$ cat src/source/tmr_pkg.sv
`default_nettype none

package tmr_pkg;

  // Core result widths
  localparam int unsigned DATA_W = 32;
  localparam int unsigned TAG_W  = 4;

  typedef logic [DATA_W-1:0] data_t;
  typedef logic [TAG_W-1:0]  tag_t;

  // Bit i belongs to core i
  typedef logic [2:0] core_mask_t;

  // Redundancy modes of the group
  typedef enum logic [1:0] {
    NON_TMR,
    TMR_RUN,
    TMR_UNLOAD,
    TMR_RELOAD
  } tmr_mode_e;

  localparam tmr_mode_e RESET_MODE = NON_TMR;

  // One unload saves exactly as many words as the store holds
  localparam int unsigned STATE_WORDS = 8;
  typedef logic [$clog2(STATE_WORDS+1)-1:0] fill_t;

  localparam int unsigned CNT_W = 8;
  typedef logic [CNT_W-1:0] cnt_t;

endpackage

`default_nettype wire

$ cat src/source/tmr_voter.sv
`timescale 1ns/100ps
`default_nettype none

module tmr_voter #(
  parameter type payload_t = logic
) (
  input  payload_t           a_i,
  input  payload_t           b_i,
  input  payload_t           c_i,
  output payload_t           vote_o,
  output tmr_pkg::core_mask_t err_o,
  output logic               none_agree_o
);

  logic ab_eq;
  logic ac_eq;
  logic bc_eq;

  assign ab_eq = (a_i == b_i);
  assign ac_eq = (a_i == c_i);
  assign bc_eq = (b_i == c_i);

  // Cores 1 and 2 only outvote core 0 when they agree with each other
  assign vote_o = bc_eq ? b_i : a_i;

  assign none_agree_o = !(ab_eq || ac_eq || bc_eq);

  assign err_o[0] = (a_i != vote_o);
  assign err_o[1] = (b_i != vote_o);
  assign err_o[2] = (c_i != vote_o);

endmodule

`default_nettype wire

$ cat src/source/tmr_cfg_regs.sv
`timescale 1ns/100ps
`default_nettype none

module tmr_cfg_regs (
  input  logic clk_i,
  input  logic rst_ni,
  input  logic tmr_enable_q_i,
  input  logic tmr_enable_qe_i,
  input  logic delay_resynch_q_i,
  input  logic delay_resynch_qe_i,
  input  logic setback_q_i,
  input  logic setback_qe_i,
  input  logic reload_setback_q_i,
  input  logic reload_setback_qe_i,
  input  logic force_resynch_q_i,
  input  logic force_resynch_qe_i,
  input  logic force_consume_i,
  output logic enable_o,
  output logic delay_resynch_o,
  output logic setback_en_o,
  output logic reload_setback_o,
  output logic force_pending_o
);

  always_ff @(posedge clk_i or negedge rst_ni) begin
    if (!rst_ni) begin
      enable_o         <= 1'b0;
      delay_resynch_o  <= 1'b0;
      setback_en_o     <= 1'b0;
      reload_setback_o <= 1'b0;
      force_pending_o  <= 1'b0;
    end else begin
      if (tmr_enable_qe_i) begin
        enable_o <= tmr_enable_q_i;
      end
      if (delay_resynch_qe_i) begin
        delay_resynch_o <= delay_resynch_q_i;
      end
      if (setback_qe_i) begin
        setback_en_o <= setback_q_i;
      end
      if (reload_setback_qe_i) begin
        reload_setback_o <= reload_setback_q_i;
      end
      // A new strobe beats the consume pulse of the same cycle
      if (force_resynch_qe_i) begin
        force_pending_o <= force_resynch_q_i;
      end else if (force_consume_i) begin
        force_pending_o <= 1'b0;
      end
    end
  end

endmodule

`default_nettype wire

$ cat src/source/tmr_mismatch_cnt.sv
`timescale 1ns/100ps
`default_nettype none

module tmr_mismatch_cnt (
  input  logic                clk_i,
  input  logic                rst_ni,
  input  tmr_pkg::core_mask_t incr_i,
  input  logic                clear_i,
  output tmr_pkg::cnt_t       cnt0_o,
  output tmr_pkg::cnt_t       cnt1_o,
  output tmr_pkg::cnt_t       cnt2_o
);

  import tmr_pkg::*;

  cnt_t cnt_q [3];

  always_ff @(posedge clk_i or negedge rst_ni) begin
    if (!rst_ni) begin
      for (int i = 0; i < 3; i++) begin
        cnt_q[i] <= '0;
      end
    end else begin
      for (int i = 0; i < 3; i++) begin
        if (clear_i) begin
          cnt_q[i] <= '0;
        end else if (incr_i[i] && (cnt_q[i] != {CNT_W{1'b1}})) begin
          // Hold at all ones once saturated
          cnt_q[i] <= cnt_q[i] + cnt_t'(1);
        end
      end
    end
  end

  assign cnt0_o = cnt_q[0];
  assign cnt1_o = cnt_q[1];
  assign cnt2_o = cnt_q[2];

endmodule

`default_nettype wire

$ cat src/source/tmr_state_store.sv
`timescale 1ns/100ps
`default_nettype none

module tmr_state_store (
  input  logic           clk_i,
  input  logic           rst_ni,
  input  logic           push_i,
  input  tmr_pkg::data_t push_data_i,
  input  logic           pop_i,
  output tmr_pkg::data_t top_data_o,
  output tmr_pkg::fill_t fill_o,
  output logic           empty_o,
  output logic           full_o,
  output logic           last_pop_o
);

  import tmr_pkg::*;

  data_t mem_q [STATE_WORDS];
  fill_t fill_q;
  logic [$clog2(STATE_WORDS)-1:0] wr_idx;
  logic [$clog2(STATE_WORDS)-1:0] rd_idx;

  // Next free slot is at fill, the top word sits just below it
  assign wr_idx = fill_q[$clog2(STATE_WORDS)-1:0];
  assign rd_idx = wr_idx - 1'b1;

  assign empty_o    = (fill_q == '0);
  assign full_o     = (fill_q == fill_t'(STATE_WORDS));
  assign last_pop_o = (fill_q == fill_t'(1)) && pop_i;
  assign fill_o     = fill_q;
  assign top_data_o = empty_o ? '0 : mem_q[rd_idx];

  always_ff @(posedge clk_i) begin
    if (push_i && !full_o) begin
      mem_q[wr_idx] <= push_data_i;
    end
  end

  // Push has priority when both strobes arrive together
  always_ff @(posedge clk_i or negedge rst_ni) begin
    if (!rst_ni) begin
      fill_q <= '0;
    end else if (push_i) begin
      if (!full_o) begin
        fill_q <= fill_q + fill_t'(1);
      end
    end else if (pop_i && !empty_o) begin
      fill_q <= fill_q - fill_t'(1);
    end
  end

endmodule

`default_nettype wire

$ cat src/source/tmr_ctrl_fsm.sv
`timescale 1ns/100ps
`default_nettype none

module tmr_ctrl_fsm (
  input  logic                clk_i,
  input  logic                rst_ni,
  input  logic                enable_i,
  input  logic                delay_resynch_i,
  input  logic                setback_en_i,
  input  logic                reload_setback_i,
  input  logic                force_pending_i,
  input  logic                single_mismatch_i,
  input  logic                failure_i,
  input  tmr_pkg::core_mask_t tmr_error_i,
  input  logic                store_full_i,
  input  logic                store_empty_i,
  input  logic                store_last_pop_i,
  input  logic                fetch_en_i,
  input  logic                cores_synch_i,
  output tmr_pkg::tmr_mode_e  mode_o,
  output logic                setback_o,
  output logic                sw_resynch_req_o,
  output logic                sw_synch_req_o,
  output logic                grp_in_independent_o,
  output tmr_pkg::core_mask_t incr_mask_o,
  output logic                force_consume_o
);

  import tmr_pkg::*;

  tmr_mode_e mode_d, mode_q;
  logic      setback_d, setback_q;

  always_comb begin
    mode_d           = mode_q;
    setback_d        = 1'b0;
    incr_mask_o      = '0;
    force_consume_o  = 1'b0;
    sw_resynch_req_o = 1'b0;

    case (mode_q)
      TMR_RUN: begin
        incr_mask_o = tmr_error_i;
        // Forced resync is consumed even when it is held off
        if (force_pending_i) begin
          force_consume_o = 1'b1;
          if (!delay_resynch_i) begin
            mode_d = TMR_UNLOAD;
          end
        end
        if (single_mismatch_i && !delay_resynch_i) begin
          mode_d = TMR_UNLOAD;
        end
      end
      TMR_UNLOAD: begin
        sw_resynch_req_o = 1'b1;
        if (store_full_i) begin
          mode_d    = TMR_RELOAD;
          setback_d = setback_en_i;
        end
      end
      TMR_RELOAD: begin
        if (store_empty_i) begin
          mode_d = TMR_RUN;
        end else if ((single_mismatch_i || failure_i) && setback_en_i &&
                     reload_setback_i && !store_last_pop_i) begin
          // Restart the reload if the cores diverge again
          setback_d = 1'b1;
        end
      end
      default: begin
      end
    endcase

    // Entry and exit of redundant operation
    if (!fetch_en_i) begin
      mode_d = enable_i ? TMR_RUN : NON_TMR;
    end
    if (mode_q == TMR_RUN && !enable_i) begin
      mode_d = NON_TMR;
    end
    if (mode_q == NON_TMR && cores_synch_i && enable_i) begin
      mode_d = TMR_RELOAD;
    end
  end

  always_ff @(posedge clk_i or negedge rst_ni) begin
    if (!rst_ni) begin
      mode_q    <= RESET_MODE;
      setback_q <= 1'b0;
    end else begin
      mode_q    <= mode_d;
      setback_q <= setback_d;
    end
  end

  assign mode_o               = mode_q;
  assign setback_o            = setback_q;
  assign grp_in_independent_o = (mode_q == NON_TMR);
  assign sw_synch_req_o       = enable_i && (mode_q == NON_TMR);

endmodule

`default_nettype wire

$ cat src/source/tmr_group.sv
`timescale 1ns/100ps
`default_nettype none

module tmr_group (
  input  logic                clk_i,
  input  logic                rst_ni,
  input  tmr_pkg::data_t      core0_data_i,
  input  tmr_pkg::data_t      core1_data_i,
  input  tmr_pkg::data_t      core2_data_i,
  input  tmr_pkg::tag_t       core0_tag_i,
  input  tmr_pkg::tag_t       core1_tag_i,
  input  tmr_pkg::tag_t       core2_tag_i,
  input  logic                tmr_enable_q_i,
  input  logic                tmr_enable_qe_i,
  input  logic                delay_resynch_q_i,
  input  logic                delay_resynch_qe_i,
  input  logic                setback_q_i,
  input  logic                setback_qe_i,
  input  logic                reload_setback_q_i,
  input  logic                reload_setback_qe_i,
  input  logic                force_resynch_q_i,
  input  logic                force_resynch_qe_i,
  input  logic                fetch_en_i,
  input  logic                cores_synch_i,
  input  logic                store_push_i,
  input  logic                store_pop_i,
  input  logic                cnt_clear_i,
  output tmr_pkg::data_t      voted_data_o,
  output tmr_pkg::tag_t       voted_tag_o,
  output tmr_pkg::core_mask_t tmr_error_o,
  output tmr_pkg::tmr_mode_e  mode_o,
  output logic                setback_o,
  output logic                sw_resynch_req_o,
  output logic                sw_synch_req_o,
  output logic                grp_in_independent_o,
  output tmr_pkg::cnt_t       cnt0_o,
  output tmr_pkg::cnt_t       cnt1_o,
  output tmr_pkg::cnt_t       cnt2_o,
  output tmr_pkg::data_t      reload_data_o,
  output tmr_pkg::fill_t      store_fill_o
);

  import tmr_pkg::*;

  core_mask_t data_err, tag_err, tmr_error, incr_mask;
  logic       data_none, tag_none;
  logic       single_mismatch, failure;
  logic       enable, delay_resynch, setback_en, reload_setback, force_pending;
  logic       force_consume;
  logic       store_empty, store_full, store_last_pop;

  tmr_voter #(.payload_t(data_t)) u_data_voter (
    .a_i          (core0_data_i),
    .b_i          (core1_data_i),
    .c_i          (core2_data_i),
    .vote_o       (voted_data_o),
    .err_o        (data_err),
    .none_agree_o (data_none)
  );

  tmr_voter #(.payload_t(tag_t)) u_tag_voter (
    .a_i          (core0_tag_i),
    .b_i          (core1_tag_i),
    .c_i          (core2_tag_i),
    .vote_o       (voted_tag_o),
    .err_o        (tag_err),
    .none_agree_o (tag_none)
  );

  // A core is wrong if either field disagrees with the majority
  assign tmr_error       = data_err | tag_err;
  assign tmr_error_o     = tmr_error;
  assign single_mismatch = |tmr_error;
  assign failure         = data_none || tag_none;

  tmr_cfg_regs u_cfg_regs (
    .clk_i               (clk_i),
    .rst_ni              (rst_ni),
    .tmr_enable_q_i      (tmr_enable_q_i),
    .tmr_enable_qe_i     (tmr_enable_qe_i),
    .delay_resynch_q_i   (delay_resynch_q_i),
    .delay_resynch_qe_i  (delay_resynch_qe_i),
    .setback_q_i         (setback_q_i),
    .setback_qe_i        (setback_qe_i),
    .reload_setback_q_i  (reload_setback_q_i),
    .reload_setback_qe_i (reload_setback_qe_i),
    .force_resynch_q_i   (force_resynch_q_i),
    .force_resynch_qe_i  (force_resynch_qe_i),
    .force_consume_i     (force_consume),
    .enable_o            (enable),
    .delay_resynch_o     (delay_resynch),
    .setback_en_o        (setback_en),
    .reload_setback_o    (reload_setback),
    .force_pending_o     (force_pending)
  );

  tmr_mismatch_cnt u_mismatch_cnt (
    .clk_i   (clk_i),
    .rst_ni  (rst_ni),
    .incr_i  (incr_mask),
    .clear_i (cnt_clear_i),
    .cnt0_o  (cnt0_o),
    .cnt1_o  (cnt1_o),
    .cnt2_o  (cnt2_o)
  );

  tmr_state_store u_state_store (
    .clk_i       (clk_i),
    .rst_ni      (rst_ni),
    .push_i      (store_push_i),
    .push_data_i (voted_data_o),
    .pop_i       (store_pop_i),
    .top_data_o  (reload_data_o),
    .fill_o      (store_fill_o),
    .empty_o     (store_empty),
    .full_o      (store_full),
    .last_pop_o  (store_last_pop)
  );

  tmr_ctrl_fsm u_ctrl_fsm (
    .clk_i                (clk_i),
    .rst_ni               (rst_ni),
    .enable_i             (enable),
    .delay_resynch_i      (delay_resynch),
    .setback_en_i         (setback_en),
    .reload_setback_i     (reload_setback),
    .force_pending_i      (force_pending),
    .single_mismatch_i    (single_mismatch),
    .failure_i            (failure),
    .tmr_error_i          (tmr_error),
    .store_full_i         (store_full),
    .store_empty_i        (store_empty),
    .store_last_pop_i     (store_last_pop),
    .fetch_en_i           (fetch_en_i),
    .cores_synch_i        (cores_synch_i),
    .mode_o               (mode_o),
    .setback_o            (setback_o),
    .sw_resynch_req_o     (sw_resynch_req_o),
    .sw_synch_req_o       (sw_synch_req_o),
    .grp_in_independent_o (grp_in_independent_o),
    .incr_mask_o          (incr_mask),
    .force_consume_o      (force_consume)
  );

endmodule

`default_nettype wire

$ cat config.mk
export PLATFORM = sky130hd
export DESIGN_NAME = tmr_group
export DESIGN_NICKNAME = d
export VERILOG_FILES = /design/src/source/tmr_pkg.sv /design/src/source/tmr_voter.sv /design/src/source/tmr_cfg_regs.sv /design/src/source/tmr_mismatch_cnt.sv /design/src/source/tmr_state_store.sv /design/src/source/tmr_ctrl_fsm.sv /design/src/source/tmr_group.sv
export SDC_FILE = /design/constraint.sdc
export NUM_CORES = 1
export LEC_CHECK = 0
export BUFFER_PORTS_ARGS = -buffer_cell sky130_fd_sc_hd__buf_2
export CORE_MARGIN = 2
export CORE_UTILIZATION = 51
export CTS_CLUSTER_DIAMETER = 30
export DETAILED_ROUTE_END_ITERATION = 12
export HOLD_SLACK_MARGIN = 0.12
export PLACE_DENSITY = 0.76
export SLEW_MARGIN = 30
export SYNTH_ARGS = -nofsm -noshare
export SYNTH_HDL_FRONTEND = slang
export SYNTH_SLANG_ARGS = --single-unit
$ cat constraint.sdc
create_clock -name clk_i -period 4.7 [get_ports clk_i]
set_input_delay 0.47 -clock clk_i [delete_from_list [all_inputs] [get_ports clk_i]]
set_output_delay 0.47 -clock clk_i [all_outputs]
set_load 0.02 [all_outputs]
Word level (Yosys, flattened, before mapping)
Memories as Yosys holds them, arrays and structs flattened.
Index checks and enable logic that the tools add are counted.
{"block": "word_totals", "reg_bits": 36, "mem_bits_rw": 256, "in_bits": 125, "out_inout_bits": 105, "wordCells": 116, "n_memories": 1}
{"name": "u_state_store.mem_q", "depth": 8, "width": 32, "rd": 1, "rd_ports_with_merged_regs": 0, "write_ports": 1, "line_no": "tmr_state_store.sv:19", "source": "data_t mem_q [STATE_WORDS];"}
{"block": "op_classes", "addsub": 6, "eq_ne": 26, "n_mux": 34, "n_bitwise": 1, "reduce_logical": 37}
{"operator": "$eq 32x32->1", "count": 3}
{"operator": "$ne 32x32->1", "count": 3}
{"operator": "$mux 32", "count": 2}
{"operator": "$mux 8", "count": 6}
{"operator": "$add 8x1->8 const B", "count": 3}
{"operator": "$ne 8x8->1 const B", "count": 3}
{"operator": "$mux 2", "count": 8}
{"operator": "$mux 4", "count": 4}
{"operator": "$logic_and 1x1->1", "count": 14}
{"operator": "$eq 4x4->1", "count": 3}
{"operator": "$ne 4x4->1", "count": 3}
{"operator": "$ne 6x5->1 const B", "count": 2}
{"operator": "$mux 1", "count": 11}
{"operator": "$ne 5x3->1 const B", "count": 2}
{"operator": "$reduce_bool 2->1", "count": 5}
{"operator": "$logic_not 1->1", "count": 7}
{"operator": "$logic_or 1x1->1", "count": 6}
{"operator": "$ne 6x1->1 const B", "count": 1}
{"operator": "$pmux 2 s3", "count": 1}
{"operator": "$reduce_and 5->1", "count": 1}
{"operator": "$add 4x1->4 const B", "count": 1}
{"operator": "$eq 2x2->1 const B", "count": 2}
{"operator": "$eq 4x1->1 const B", "count": 1}
{"operator": "$eq 4x4->1 const B", "count": 1}
{"operator": "11 further kinds", "count": 11}

Longest topological paths before layout
Gate-level depths: netlist of run 1.
{"block": "logic_depth", "depth_word": 12, "depth_mapped": 11, "ltp_nobuf": 9}

Modules after synthesis
From an unflattened synthesis of run 1, not the netlist that was laid out.
{"block": "hier_totals", "hier_cells": 835, "area_unflattened_um2": 13620.6}
{"mod": "tmr_state_store", "n_inst": 1, "cells_each": 432, "area_each_um2": 10027.1, "seq_area_each_um2": 7787.5}
{"mod": "tmr_voter (u_data_voter)", "n_inst": 1, "cells_each": 190, "area_each_um2": 1530.2, "seq_area_each_um2": 0.0}
{"mod": "tmr_mismatch_cnt", "n_inst": 1, "cells_each": 137, "area_each_um2": 1341.3, "seq_area_each_um2": 600.6}
{"mod": "tmr_voter (u_tag_voter)", "n_inst": 1, "cells_each": 31, "area_each_um2": 250.2, "seq_area_each_um2": 0.0}
{"mod": "tmr_ctrl_fsm", "n_inst": 1, "cells_each": 29, "area_each_um2": 242.7, "seq_area_each_um2": 75.1}
{"mod": "tmr_cfg_regs", "n_inst": 1, "cells_each": 11, "area_each_um2": 197.7, "seq_area_each_um2": 125.1}
{"mod": "tmr_group", "n_inst": 1, "cells_each": 5, "area_each_um2": 31.3, "seq_area_each_um2": 0.0}

Worst setup path after synthesis of run 1
OpenSTA, ideal clock, no wires.
{"block": "synth_path", "kind": "reg-to-reg", "startpoint": "register u_state_store.fill_q[0], in the netlist u_state_store.fill_o[0]", "endpoint": "memory u_state_store.mem_q[0][0] (netlist name) (enable)", "setup_time_ps": 468, "arrival_time_ps": 4104, "required_ps": 4232, "slack_ps": 128, "stages_incl_launch_ff": 7, "n_path_buf": 2, "period_less_slack_ps": 4572, "cell_sequence": "dfrtp_1 -> clkbuf_1 -> clkbuf_1 -> inv_1 -> ha_1 -> a21oi_1 -> nor3b_1"}
{"block": "synth_between", "elab_chain_cells": 5}
{"item": "from (decl)", "line_no": "tmr_state_store.sv:20", "source": "fill_t fill_q;"}
{"item": "from (signal assigned)", "line_no": "tmr_state_store.sv:46", "source": "fill_q <= fill_q + fill_t'(1);"}
{"item": "from (signal assigned)", "line_no": "tmr_state_store.sv:49", "source": "fill_q <= fill_q - fill_t'(1);"}
{"item": "$eq 4x4->1", "line_no": "tmr_state_store.sv:29", "source": "assign full_o = (fill_q == fill_t'(STATE_WORDS));"}
{"item": "$logic_not 1->1", "line_no": "tmr_state_store.sv:35", "source": "if (push_i && !full_o) begin"}
{"item": "$logic_and 1x1->1", "line_no": "tmr_state_store.sv:35"}
{"item": "$mux 1", "line_no": "tmr_state_store.sv:35"}
{"item": "$mux 1 (not written as such)", "line_no": "tmr_state_store.sv:36", "source": "mem_q[wr_idx] <= push_data_i;"}
{"item": "to (decl)", "line_no": "tmr_state_store.sv:19"}
Parallel ways exist; a longest one is shown, timed or not.

Worst setup path in the final report of run 1
{"block": "layout_path", "startpoint": "input core2_data_i[25]", "endpoint": "output tmr_error_o[2]"}
{"block": "layout_between", "elab_chain_cells": 4}
{"item": "from (decl)", "line_no": "tmr_group.sv:9", "source": "input tmr_pkg::data_t core2_data_i,"}
{"item": "$eq 32x32->1", "line_no": "tmr_voter.sv:21", "source": "assign bc_eq = (b_i == c_i);"}
{"item": "$mux 32", "line_no": "tmr_voter.sv:24", "source": "assign vote_o = bc_eq ? b_i : a_i;"}
{"item": "$ne 32x32->1 (*)", "line_no": "tmr_voter.sv:30", "source": "assign err_o[2] = (c_i != vote_o);"}
{"item": "$or 3x3->3 (*)", "line_no": "tmr_group.sv:71", "source": "assign tmr_error = data_err | tag_err;"}
{"item": "to (decl)", "line_no": "tmr_group.sv:30", "source": "output tmr_pkg::core_mask_t tmr_error_o,"}
Mark *: on every way between the ends. The rest lies on a longest branch, timed or not.

==> metrics.txt, run 1 <==
outcome=finished clean; PostCTS Resize Cnt=0; total CTS buffers=54; Hold Startpoint=force_resynch_q_i; WS Path Type=in -> out; Final Hold Violating Endpoints=0; Power Density=~670 nW/um2; TNS Setup=0 ns; Yosys cell types=48; DRC=0; Worst Hold Depth=3; Detailed Route Iter0 Violations=921; final wirelength=about 38000 um; CP Launch Type=input port; slew margin rel.=0.3740; Slew @ Worst Pin=around 0.94 ns; FF-to-FF path depth=8; crit path launch=core2_data_i[25]; Mapped Area=~13000 um2; crit path max fanout=12; vias in the first global route=~9300; input/output buffers=roughly 230; met1 WL=14060 um; syn_nets=approximately 1000; Main synth FF type=edfxtp_1; filler cell count=about 1900; FF-to-FF Start=u_state_store.fill_o[0]$_DFFE_PN0P_; number of non-filler instances in the completed layout=1567; Pleak=around 0.0066 uW; Setup Buffers After CTS=0; Placeable Area=25980 um2; initial antenna violation count=6; Mean Syn Cell Area=approximately 15 um2; metal3 WL=just over 4000 um; top cells by area, synth=edfxtp_1 57%, mux4_2 11%, dfrtp_1 6.7%, xor2_1 4.0%, xnor2_1 3.1%; Yosys reg bits=~290; Antenna Violating Nets Remaining=0; CTS tree=done; EDFF count, synth=256; 1st-pass router iterations=5; # IOs=230; GRT Residual Overflow=0; top layer in use=met5; post-synthesis sequential area ratio=0.6385; Layout Nets=~1300; CTS root buf=clkbuf_16; WP data arrival=approximately 3.5 ns; vias=9188; Clock Skew=roughly 0.018 ns; clock sinks=292; Cells after Synth=roughly 910; All-Layer GR Usage=0.2723; # rows=59; Initial Utilization=0.5176; Fmax achieved=between 200 and 300 MHz; share of cells above drive strength 1=0.3718; RSZ-0062 raised after global routing=no; Worst Path Required=4.23 ns; cts hold-fix bufs=4; Placed Cells=1458; CP Capture Type=output port; Slew Viols, Final=0; Ys Warns=0; area delta synth->final=26.81%; Die Ht=approximately 170 um; Final setup viols=0; Clock Pin Slew Worst Setup and Hold Paths=around 0.05 ns; Die Wd=about 170 um; Routed WL per cell=24.16 um; largest net degree at the start of global routing=37; H-tree levels=2; met2 WL=roughly 18000 um; worst vdd ir=just under 0.0005 V; GPL Wtd Cong=slightly above 0.9; Clk Latency, worst-skew pair=around 0.56 ns; share of the synthesized area in the top cell type=0.5715; dpl hpwl=between 20000 and 30000 um; Post-synth ARST share=0.1233; fin crit share=0.8478; Max-Cap Viols=0; cell with the most instances after synthesis=edfxtp_1; routed vias/inst=approximately 5.9; Synth area leader=edfxtp_1; Final min period=between 3 and 4 ns; top cells by count, synth=256 x edfxtp_1, 103 x nand2_1, 64 x mux4_2; Die ar.=27690 um2; first-pass GRT wire length=about 56000 um; Clock Path Buffers=3; hold_ws=0.1392 ns; Worst Hold Class=in -> reg
-- final timing paths --
check / to / slack [ns]
setup / recovery: tmr_error_o[2] / 0.72
hold / removal: u_cfg_regs.force_pending_o$_DFFE_PN0P_ / 0.14
setup reg to reg: u_state_store.fill_o[2]$_DFFE_PN0P_ / 1.99
hold reg to reg: u_cfg_regs.setback_en_o$_DFFE_PN0P_ / 0.51
max in group asynchronous: u_state_store.fill_o[0]$_DFFE_PN0P_ / 3.57
min in group asynchronous: u_mismatch_cnt.cnt1_o[6]$_DFFE_PN0P_ / 0.54
-- logic make-up after synthesis --
group           synth area share
simple gates             0.08847
mux                       0.1377
buf+inv                  0.01786
xor+xnor                 0.07163
flops                     0.6385
fa+ha+maj               0.006511
compound gates           0.03935
-- stage by stage --
step           cell area (um2)  total power (uW)    util  setup WS, ns
3_3_place_gp             15130              7534  0.5822         1.046
5_1_grt                  17050             11950  0.6563        0.6088
2_1_floorplan            13450              6149       -        0.1284
4_1_cts                  17050             11550  0.6561        0.7590
3_5_place_dp             15130              7607  0.5824        0.9399
6_report                 17060             11490  0.6564        0.7152
-- routing by layer --
metal | vias up | track usage
li1 | 4017 | -
met1 | 4520 | 0.3504
met2 | 536 | 0.4386
met3 | 107 | 0.07912
met4 | 8 | 0.1106
met5 | - | 0
-- sequential cells by signal, summed over array words and instances (netlist names) --
name / count
u_cfg_regs.setback_en_o: 1
u_mismatch_cnt.cnt2_o: 8
u_mismatch_cnt.cnt0_o: 8
u_state_store.fill_o: 4
u_cfg_regs.force_pending_o: 1
u_state_store.mem_q: 256
u_cfg_regs.enable_o: 1
u_ctrl_fsm.mode_o: 2
u_mismatch_cnt.cnt1_o: 8
u_cfg_regs.reload_setback_o: 1
u_cfg_regs.delay_resynch_o: 1
u_ctrl_fsm.setback_o: 1
-- critical path, stage by stage --
cell     delay [ns]
buf_2          0.13
xor2_1         0.16
nor4_1         0.70
and4_1         0.45
nand2_1        0.36
o21ai_0        0.27
nand4_1        0.22
nor4_4         0.30
buf_4          0.25
inv_1          0.05
buf_2          0.15
-- where the power goes --
group          internal, uW  switching, uW
Combinational          1580           2570
Sequential             3220            204
Clock                  2560           1360
Total                  7360           4140
-- cell type report --
type,count,area [um2],share of cell area
Antenna cell,3,7.507,0.0004401
Clock buffer,60,1405,0.08238
Clock inverter,42,470.5,0.02758
Inverter,25,93.84,0.005502
Multi-Input combinational cell,553,4702,0.2757
Sequential cell,292,8592,0.5037
Tap cell,335,419.2,0.02457
Timing Repair Buffer,257,1366,0.08011
-- cells in the final DEF (no fill, tap or decap), types with 7 or more instances in the layout --
| master | count |
|---|---|
| xnor2_1 | 47 |
| nand4_1 | 25 |
| clkinv_2 | 13 |
| and3_1 | 9 |
| buf_2 | 229 |
| inv_1 | 24 |
| buf_4 | 24 |
| nand2_1 | 103 |
| a21oi_1 | 41 |
| nand3_1 | 9 |
| mux2_1 | 7 |
| nor2_1 | 35 |
| dfrtp_1 | 35 |
| clkbuf_16 | 55 |
| xor2_1 | 61 |
| mux2_2 | 25 |
| nor2b_1 | 17 |
| inv_6 | 7 |
| mux4_2 | 64 |
| o21ai_0 | 19 |
| bufinv_16 | 7 |
| edfxtp_1 | 256 |
| nor4_1 | 13 |
Power figures use the tool's default switching activity.
==> inputs of run 2 (changes only) <==
--- a/config.mk
+++ b/config.mk
@@ -7,11 +7,11 @@
 export LEC_CHECK = 0
 export BUFFER_PORTS_ARGS = -buffer_cell sky130_fd_sc_hd__buf_2
 export CORE_MARGIN = 2
-export CORE_UTILIZATION = 51
+export CORE_UTILIZATION = 56
 export CTS_CLUSTER_DIAMETER = 30
 export DETAILED_ROUTE_END_ITERATION = 12
 export HOLD_SLACK_MARGIN = 0.12
-export PLACE_DENSITY = 0.76
+export PLACE_DENSITY = 0.8
 export SLEW_MARGIN = 30
 export SYNTH_ARGS = -nofsm -noshare
 export SYNTH_HDL_FRONTEND = slang
==> constraint.sdc (replaced) <==
create_clock -name clk_i -period 4.1 [get_ports clk_i]
set_input_delay 0.41 -clock clk_i [delete_from_list [all_inputs] [get_ports clk_i]]
set_output_delay 0.41 -clock clk_i [all_outputs]
set_load 0.02 [all_outputs]
==> metrics.txt, run 2 (synthesized netlist as in run 1, its figures left out) <==
dpl hpwl=25050 um (-0.41%); Clk Latency, worst-skew pair=0.54 ns (-0.02 ns); Worst Path Required=3.69 ns (-0.54 ns); reg-to-reg setup timing slack=1.13 ns (-0.86 ns); Slew Viols, Final=0 (unchanged); CTS tree=done; sequential power share=0.317 (+0.019); GPL Wtd Cong=0.9382 (+1.6%); worst path cell trace=buf_2, xor2_1, nor4_2, and4_1, nand2_1, buf_4, o21ai_0, nand4_1, nor4_4, inv_1, buf_2; Worst R2R End=u_state_store.mem_q[3][17]$_DFFE_PP_; combinational share of power=0.380 (+0.019); CP Launch Type=input port; Die ar.=25270 um2 (-8.7%); Final WS setup=0.2517 ns (-0.4635 ns); commonest non-fill, non-tap cell in the layout=edfxtp_1; All-Layer GR Usage=0.3027 (+0.03036); CP peak stage delay=0.53 ns (-0.17 ns); largest net degree at the start of global routing=65 (+76%); crit path launch=core2_data_i[15]; # IOs=230 (unchanged); Pleak=0.006455 uW (-1.8%); first-pass GRT wire length=56990 um (+1.7%); GRT Residual Overflow=0 (unchanged); Clock Skew=0.03040 ns (+0.01239 ns); WP data arrival=3.44 ns (-0.07 ns); Antenna Violating Nets Remaining=0 (unchanged); FF-to-FF Start=u_state_store.fill_o[0]$_DFFE_PN0P_; final wirelength=38500 um (+1.7%); Clock Pin Slew Worst Setup and Hold Paths=0.05 ns (about the same); input/output buffers=229 (unchanged); Worst Hold Class=in -> reg; Layout Nets=1319 (+0.30%); H-tree levels=2 (unchanged); Place WS=0.2006 ns (-0.7393 ns); FF-to-FF path depth=6 (-2); crit path max fanout=13 (+1); WS Path Type=in -> out; Slew @ Worst Pin=0.9544 ns (+0.01763 ns); fin crit share=0.9386; cell mode on critical path=buf_2; Crit-path slowest cell=nor4_2; delay-heaviest family, CP=simple AND/OR/NAND/NOR gates; WP buf/inv=4 (unchanged); RSZ-0062 raised after global routing=no; clock sinks=292 (unchanged); max FFs per register=256 (unchanged); Detailed Route Iter0 Violations=938 (+1.8%); final core utilization=0.7142 (+0.05784); CP Capture Type=output port; Final min period=3.848 ns; clock share of power=0.302 (-0.039); Die Wd=159.0 um (-4.5%); net switching power=4648 uW (+12%); crit path to=tmr_error_o[2]; most flop-heavy register=u_state_store.mem_q; vias in the first global route=9461 (+2.1%); Final Hold Violating Endpoints=0 (unchanged); Final setup viols=0 (unchanged); commonest non-fill, non-tap cells in the layout=256 x edfxtp_1, 229 x buf_2, 103 x nand2_1, 64 x mux4_2, 61 x xor2_1; DRC=0 (unchanged); Clock Path Buffers=3 (unchanged); initial antenna violation count=13 (+7); total CTS buffers=50 (-7.4%); number of cells on the critical path=11 (unchanged); post-route cell area=16810 um2 (-1.4%); Die Ht=159.0 um (-4.5%); Internal=7821 uW (+6.3%); vias=9425 (+2.6%); Max-Cap Viols=0 (unchanged); 1st-pass router iterations=6 (+1); Placeable Area=23540 um2 (-9.4%); area delta synth->final=25.01%; Initial Utilization=0.5713 (+0.05370); TNS Setup=0 ns (unchanged); CTS root buf=clkbuf_16; share of cells above drive strength 1=0.3611 (-0.01074); outcome=finished clean; Fmax achieved=roughly 260 MHz; worst vdd ir=0.0007047 V (+46%); sw frac=0.3728 (+0.01298); Worst Hold Depth=4 (+1); Power Density=741.6 nW/um2 (+10%); routed vias/inst=6.073 (+3.6%); Post-Place Cell Area=15140 um2 (about the same); # rows=56 (-5.1%); slew margin rel.=0.3570 (-0.01700); Routed WL per cell=24.81 um (+2.7%)
## run 2: cell count changes in the layout (fill, tap and decap cells not counted), moves of 4 or more
cell / previous run / this run
diode_2: 3 / 9
clkbuf_16: 55 / 50
bufinv_16: 7 / 1
dlygate4sd3_1: 4 / 11
inv_8: 1 / 5
clkinv_4: 6 / 1
## run 2: layout make-up
class / count / area, um2
clock inverters: 33 / 261.5
clock buffers: 56 / 1274
diodes: 9 / 22.52
multi-input cells: 553 / 4703
fillers: 1562 / 6728
inverters: 25 / 93.84
repair buffers: 265 / 1469
flip-flops and latches: 292 / 8592
well taps: 319 / 399.1
## run 2: worst min path at each step
stage,startpoint,end,slack (ns)
final,fetch_en_i,u_ctrl_fsm.mode_o[1]$_DFFE_PN0P_,0.27
after global routing,store_push_i,u_state_store.fill_o[1]$_DFFE_PN0P_,0.29
after CTS,fetch_en_i,u_ctrl_fsm.mode_o[1]$_DFFE_PN0P_,0.26
after global placement,u_cfg_regs.reload_setback_o$_DFFE_PN0P_,u_cfg_regs.reload_setback_o$_DFFE_PN0P_,0.50
after floorplan,rst_ni,u_cfg_regs.delay_resynch_o$_DFFE_PN0P_,0.11
after detailed placement,u_cfg_regs.reload_setback_o$_DFFE_PN0P_,u_cfg_regs.reload_setback_o$_DFFE_PN0P_,0.51
## run 2: power by group through the flow
stage	clock (uW)	combinational (uW)	sequential, uW
finish	3770	4740	3960
global route	3940	5020	4000
CTS	3800	4730	3960
detailed placement	0	4670	4000
global placement	0	4610	3980
floorplan	0	3160	3890
## run 2: per-stage QoR
| stage | total power [uW] | hold WS [ns] | instances |
|---|---|---|---|
| finish | 12470 | 0.2732 | 1552 |
| floorplan | 7049 | 0.1144 | 909 |
| detailed placement | 8669 | 0.5136 | 1443 |
| CTS | 12490 | 0.2618 | 1543 |
| global placement | 8589 | 0.4965 | 1443 |
| global route | 12970 | 0.2938 | 1546 |
## run 2: per-layer routing
| layer | track usage | vias to the layer above | wire length, um |
|---|---|---|---|
| li1 | - | 4025 | - |
| met1 | 0.3869 | 4585 | 13830 |
| met2 | 0.4857 | 674 | 18220 |
| met3 | 0.08466 | 131 | 4585 |
| met4 | 0.1434 | 10 | 1814 |
| met5 | 0 | - | 60 |
## run 2: worst reg2reg max path, cell delays in order (launching register included)
cell and delay, ns:
dfrtp_4 0.84, inv_1 0.19, ha_2 0.24, a21oi_1 0.28, nand2_1 0.20, nor2_4 0.53
buf_4 0.35
## run 2: timing repair
| action | in CTS | in global routing |
|---|---|---|
| setup endpoints to repair | 0 | 1 |
| hold endpoints to repair | 41 | 0 |
| resized for setup | 0 | 1 |
| buffers inserted | 0 | 0 |
| hold buffers | 11 | 0 |
==> inputs of run 3 (changes only) <==
--- a/config.mk
+++ b/config.mk
@@ -5,13 +5,14 @@
 export SDC_FILE = /design/constraint.sdc
 export NUM_CORES = 1
 export LEC_CHECK = 0
+export ABC_AREA = 0
 export BUFFER_PORTS_ARGS = -buffer_cell sky130_fd_sc_hd__buf_2
 export CORE_MARGIN = 2
-export CORE_UTILIZATION = 56
+export CORE_UTILIZATION = 51
 export CTS_CLUSTER_DIAMETER = 30
 export DETAILED_ROUTE_END_ITERATION = 12
 export HOLD_SLACK_MARGIN = 0.12
-export PLACE_DENSITY = 0.8
+export PLACE_DENSITY = 0.76
 export SLEW_MARGIN = 30
 export SYNTH_ARGS = -nofsm -noshare
 export SYNTH_HDL_FRONTEND = slang
==> constraint.sdc (replaced) <==
create_clock -name clk_i -period 3.4 [get_ports clk_i]
set_input_delay 0.34 -clock clk_i [delete_from_list [all_inputs] [get_ports clk_i]]
set_output_delay 0.34 -clock clk_i [all_outputs]
set_load 0.02 [all_outputs]
==> metrics.txt, run 3 (synthesized netlist as in run 1, its figures left out) <==
outcome=finished clean; crit path max fanout=9 (-4); Hold Startpoint=fetch_en_i; CP Capture Type=output port; crit path to=tmr_error_o[2]; met1 WL=14250 um (+3.0%); Post-Place Cell Area=15300 um2 (+1.1%); crit path launch=core2_data_i[25]; Pleak=0.006706 uW (+3.9%); Clk Latency, worst-skew pair=0.55 ns (about the same); # IOs=230 (unchanged); post-route cell area=17330 um2 (+3.1%); # rows=59 (+5.4%); Placeable Area=25980 um2 (+10%); Routed WL per cell=23.80 um (-4.1%); dpl hpwl=24150 um (-3.6%); Place WS=0.1484 ns (-0.05220 ns); GRT Residual Overflow=0 (unchanged); commonest non-fill, non-tap cell in the layout=edfxtp_1; antenna cells=0 (-9); Fmax achieved=between 300 and 400 MHz; WP data arrival=2.86 ns (-0.58 ns); RSZ-0062 raised after global routing=no; Pwr Total=16030 uW (+29%); vias in the first global route=9535 (+0.78%); final wirelength=37820 um (-1.8%); CTS tree=done; H-tree levels=2 (unchanged); first-pass GRT wire length=57400 um (+0.71%); Worst R2R End=u_state_store.fill_o[2]$_DFFE_PN0P_; fin crit share=0.9403; Power Density=925.1 nW/um2 (+25%); 1st-pass router iterations=6 (unchanged); Die Wd=166.4 um (+4.7%); top layer in use=met5; CTS root buf=clkbuf_16; Clock Pin Slew Worst Setup and Hold Paths=0.05 ns (about the same); input/output buffers=229 (unchanged); WS Path Type=in -> out; Slew @ Worst Pin=0.8288 ns (-0.1256 ns); met2 WL=18160 um (-0.32%); Max-Cap Viols=0 (unchanged); filler cell count=1805 (+16%); All-Layer GR Usage=0.2748 (-0.02787); FF-to-FF Start=u_state_store.fill_o[1]$_DFFE_PN0P_; Final min period=between 3 and 4 ns; CP Launch Type=input port; Worst Path Required=3.06 ns (-0.63 ns); worst vdd ir=0.0008104 V (+15%); largest net degree at the start of global routing=74 (+14%); Setup Buffers After CTS=0 (unchanged); routed vias/inst=5.943 (-2.1%); reg-to-reg setup timing slack=1.01 ns (-0.12 ns); DRC=0 (unchanged); clock sinks=292 (unchanged); Final WS setup=0.2029 ns (-0.04884 ns); Die ar.=27690 um2 (+9.6%); Clock Skew=0.01405 ns (-0.01635 ns); initial antenna violation count=1 (-12); commonest non-fill, non-tap cells in the layout=256 x edfxtp_1, 229 x buf_2, 103 x nand2_1, 64 x mux4_2, 61 x xor2_1; Slew Viols, Final=0 (unchanged); metal3 WL=3984 um (-13%); Final setup viols=0 (unchanged); max FFs per register=256 (unchanged); Layout Nets=1339 (+1.5%); slew margin rel.=0.4475 (+0.09047); total CTS buffers=56 (+12%); Final Hold Violating Endpoints=0 (unchanged); vias=9443 (+0.19%); GPL Wtd Cong=0.9256 (-1.3%); most flop-heavy register=u_state_store.mem_q; hold_ws=0.1876 ns (-0.08558 ns); Die Ht=166.4 um (+4.7%); final core utilization=0.6670 (-0.04724); Clock Path Buffers=3 (unchanged); Worst Hold Class=in -> reg; Initial Utilization=0.5176 (-0.05370); share of cells above drive strength 1=0.3748 (+0.01369); Antenna Violating Nets Remaining=0 (unchanged); area delta synth->final=28.86%; FF-to-FF path depth=9 (+3); Detailed Route Iter0 Violations=1024 (+9.2%)
-- run 3: through the flow --
stage / instances / setup TNS, ns
floorplan: 909 / -17.62
global placement: 1473 / 0
detailed placement: 1473 / 0
CTS: 1589 / 0
global route: 1589 / 0
finish: 1589 / 0
-- run 3: layout make-up --
class | count | area, um2 | area share
Sequential cell | 292 | 8592 | 0.4957
Multi-Input combinational cell | 553 | 4697 | 0.2710
Timing Repair Buffer | 279 | 1624 | 0.09371
Clock buffer | 69 | 1543 | 0.08901
Tap cell | 335 | 419.2 | 0.02418
Clock inverter | 36 | 362.8 | 0.02094
Inverter | 25 | 93.84 | 0.005414
-- run 3: timing repair --
item / CTS / global route
endpoints found under the setup margin: 0 / 2
hold buffers: 11 / 0
gates resized for setup: 0 / 2
hold endpoints to repair: 41 / 0
-- run 3: report_power, final --
part / internal [uW] / total [uW] / switching, uW
logic: 2290 / 5950 / 3660
registers: 4450 / 4660 / 218
clock network: 3600 / 5420 / 1820
-- run 3: worst max-delay path: stages --
cell      delay [ns]
buf_2           0.12
xor2_1          0.21
nor4_1          0.53
and4_1          0.31
buf_4           0.15
and3_1          0.18
or3_1           0.11
nand4b_1        0.16
nor4_4          0.30
buf_4           0.23
inv_1           0.05
buf_2           0.15
-- run 3: how the worst min path moves through the flow --
| stage | endpoint | slack (ns) | cells past startpoint |
|---|---|---|---|
| detailed placement | u_mismatch_cnt.cnt1_o[4]$_DFFE_PN0P_ | 0.48 | 1 |
| global placement | u_mismatch_cnt.cnt1_o[4]$_DFFE_PN0P_ | 0.48 | 1 |
| global route | u_state_store.fill_o[1]$_DFFE_PN0P_ | 0.19 | 3 |
| CTS | u_ctrl_fsm.mode_o[1]$_DFFE_PN0P_ | 0.17 | 4 |
| floorplan | u_cfg_regs.delay_resynch_o$_DFFE_PN0P_ | 0.04 | 0 |
| finish | u_ctrl_fsm.mode_o[1]$_DFFE_PN0P_ | 0.19 | 4 |
-- run 3: per-layer routing --
metal	track usage	vias to the layer above
met1	0.3586	4658
li1	-	4056
met4	0.1214	2
met2	0.4400	634
met3	0.06959	93
met5	0	-
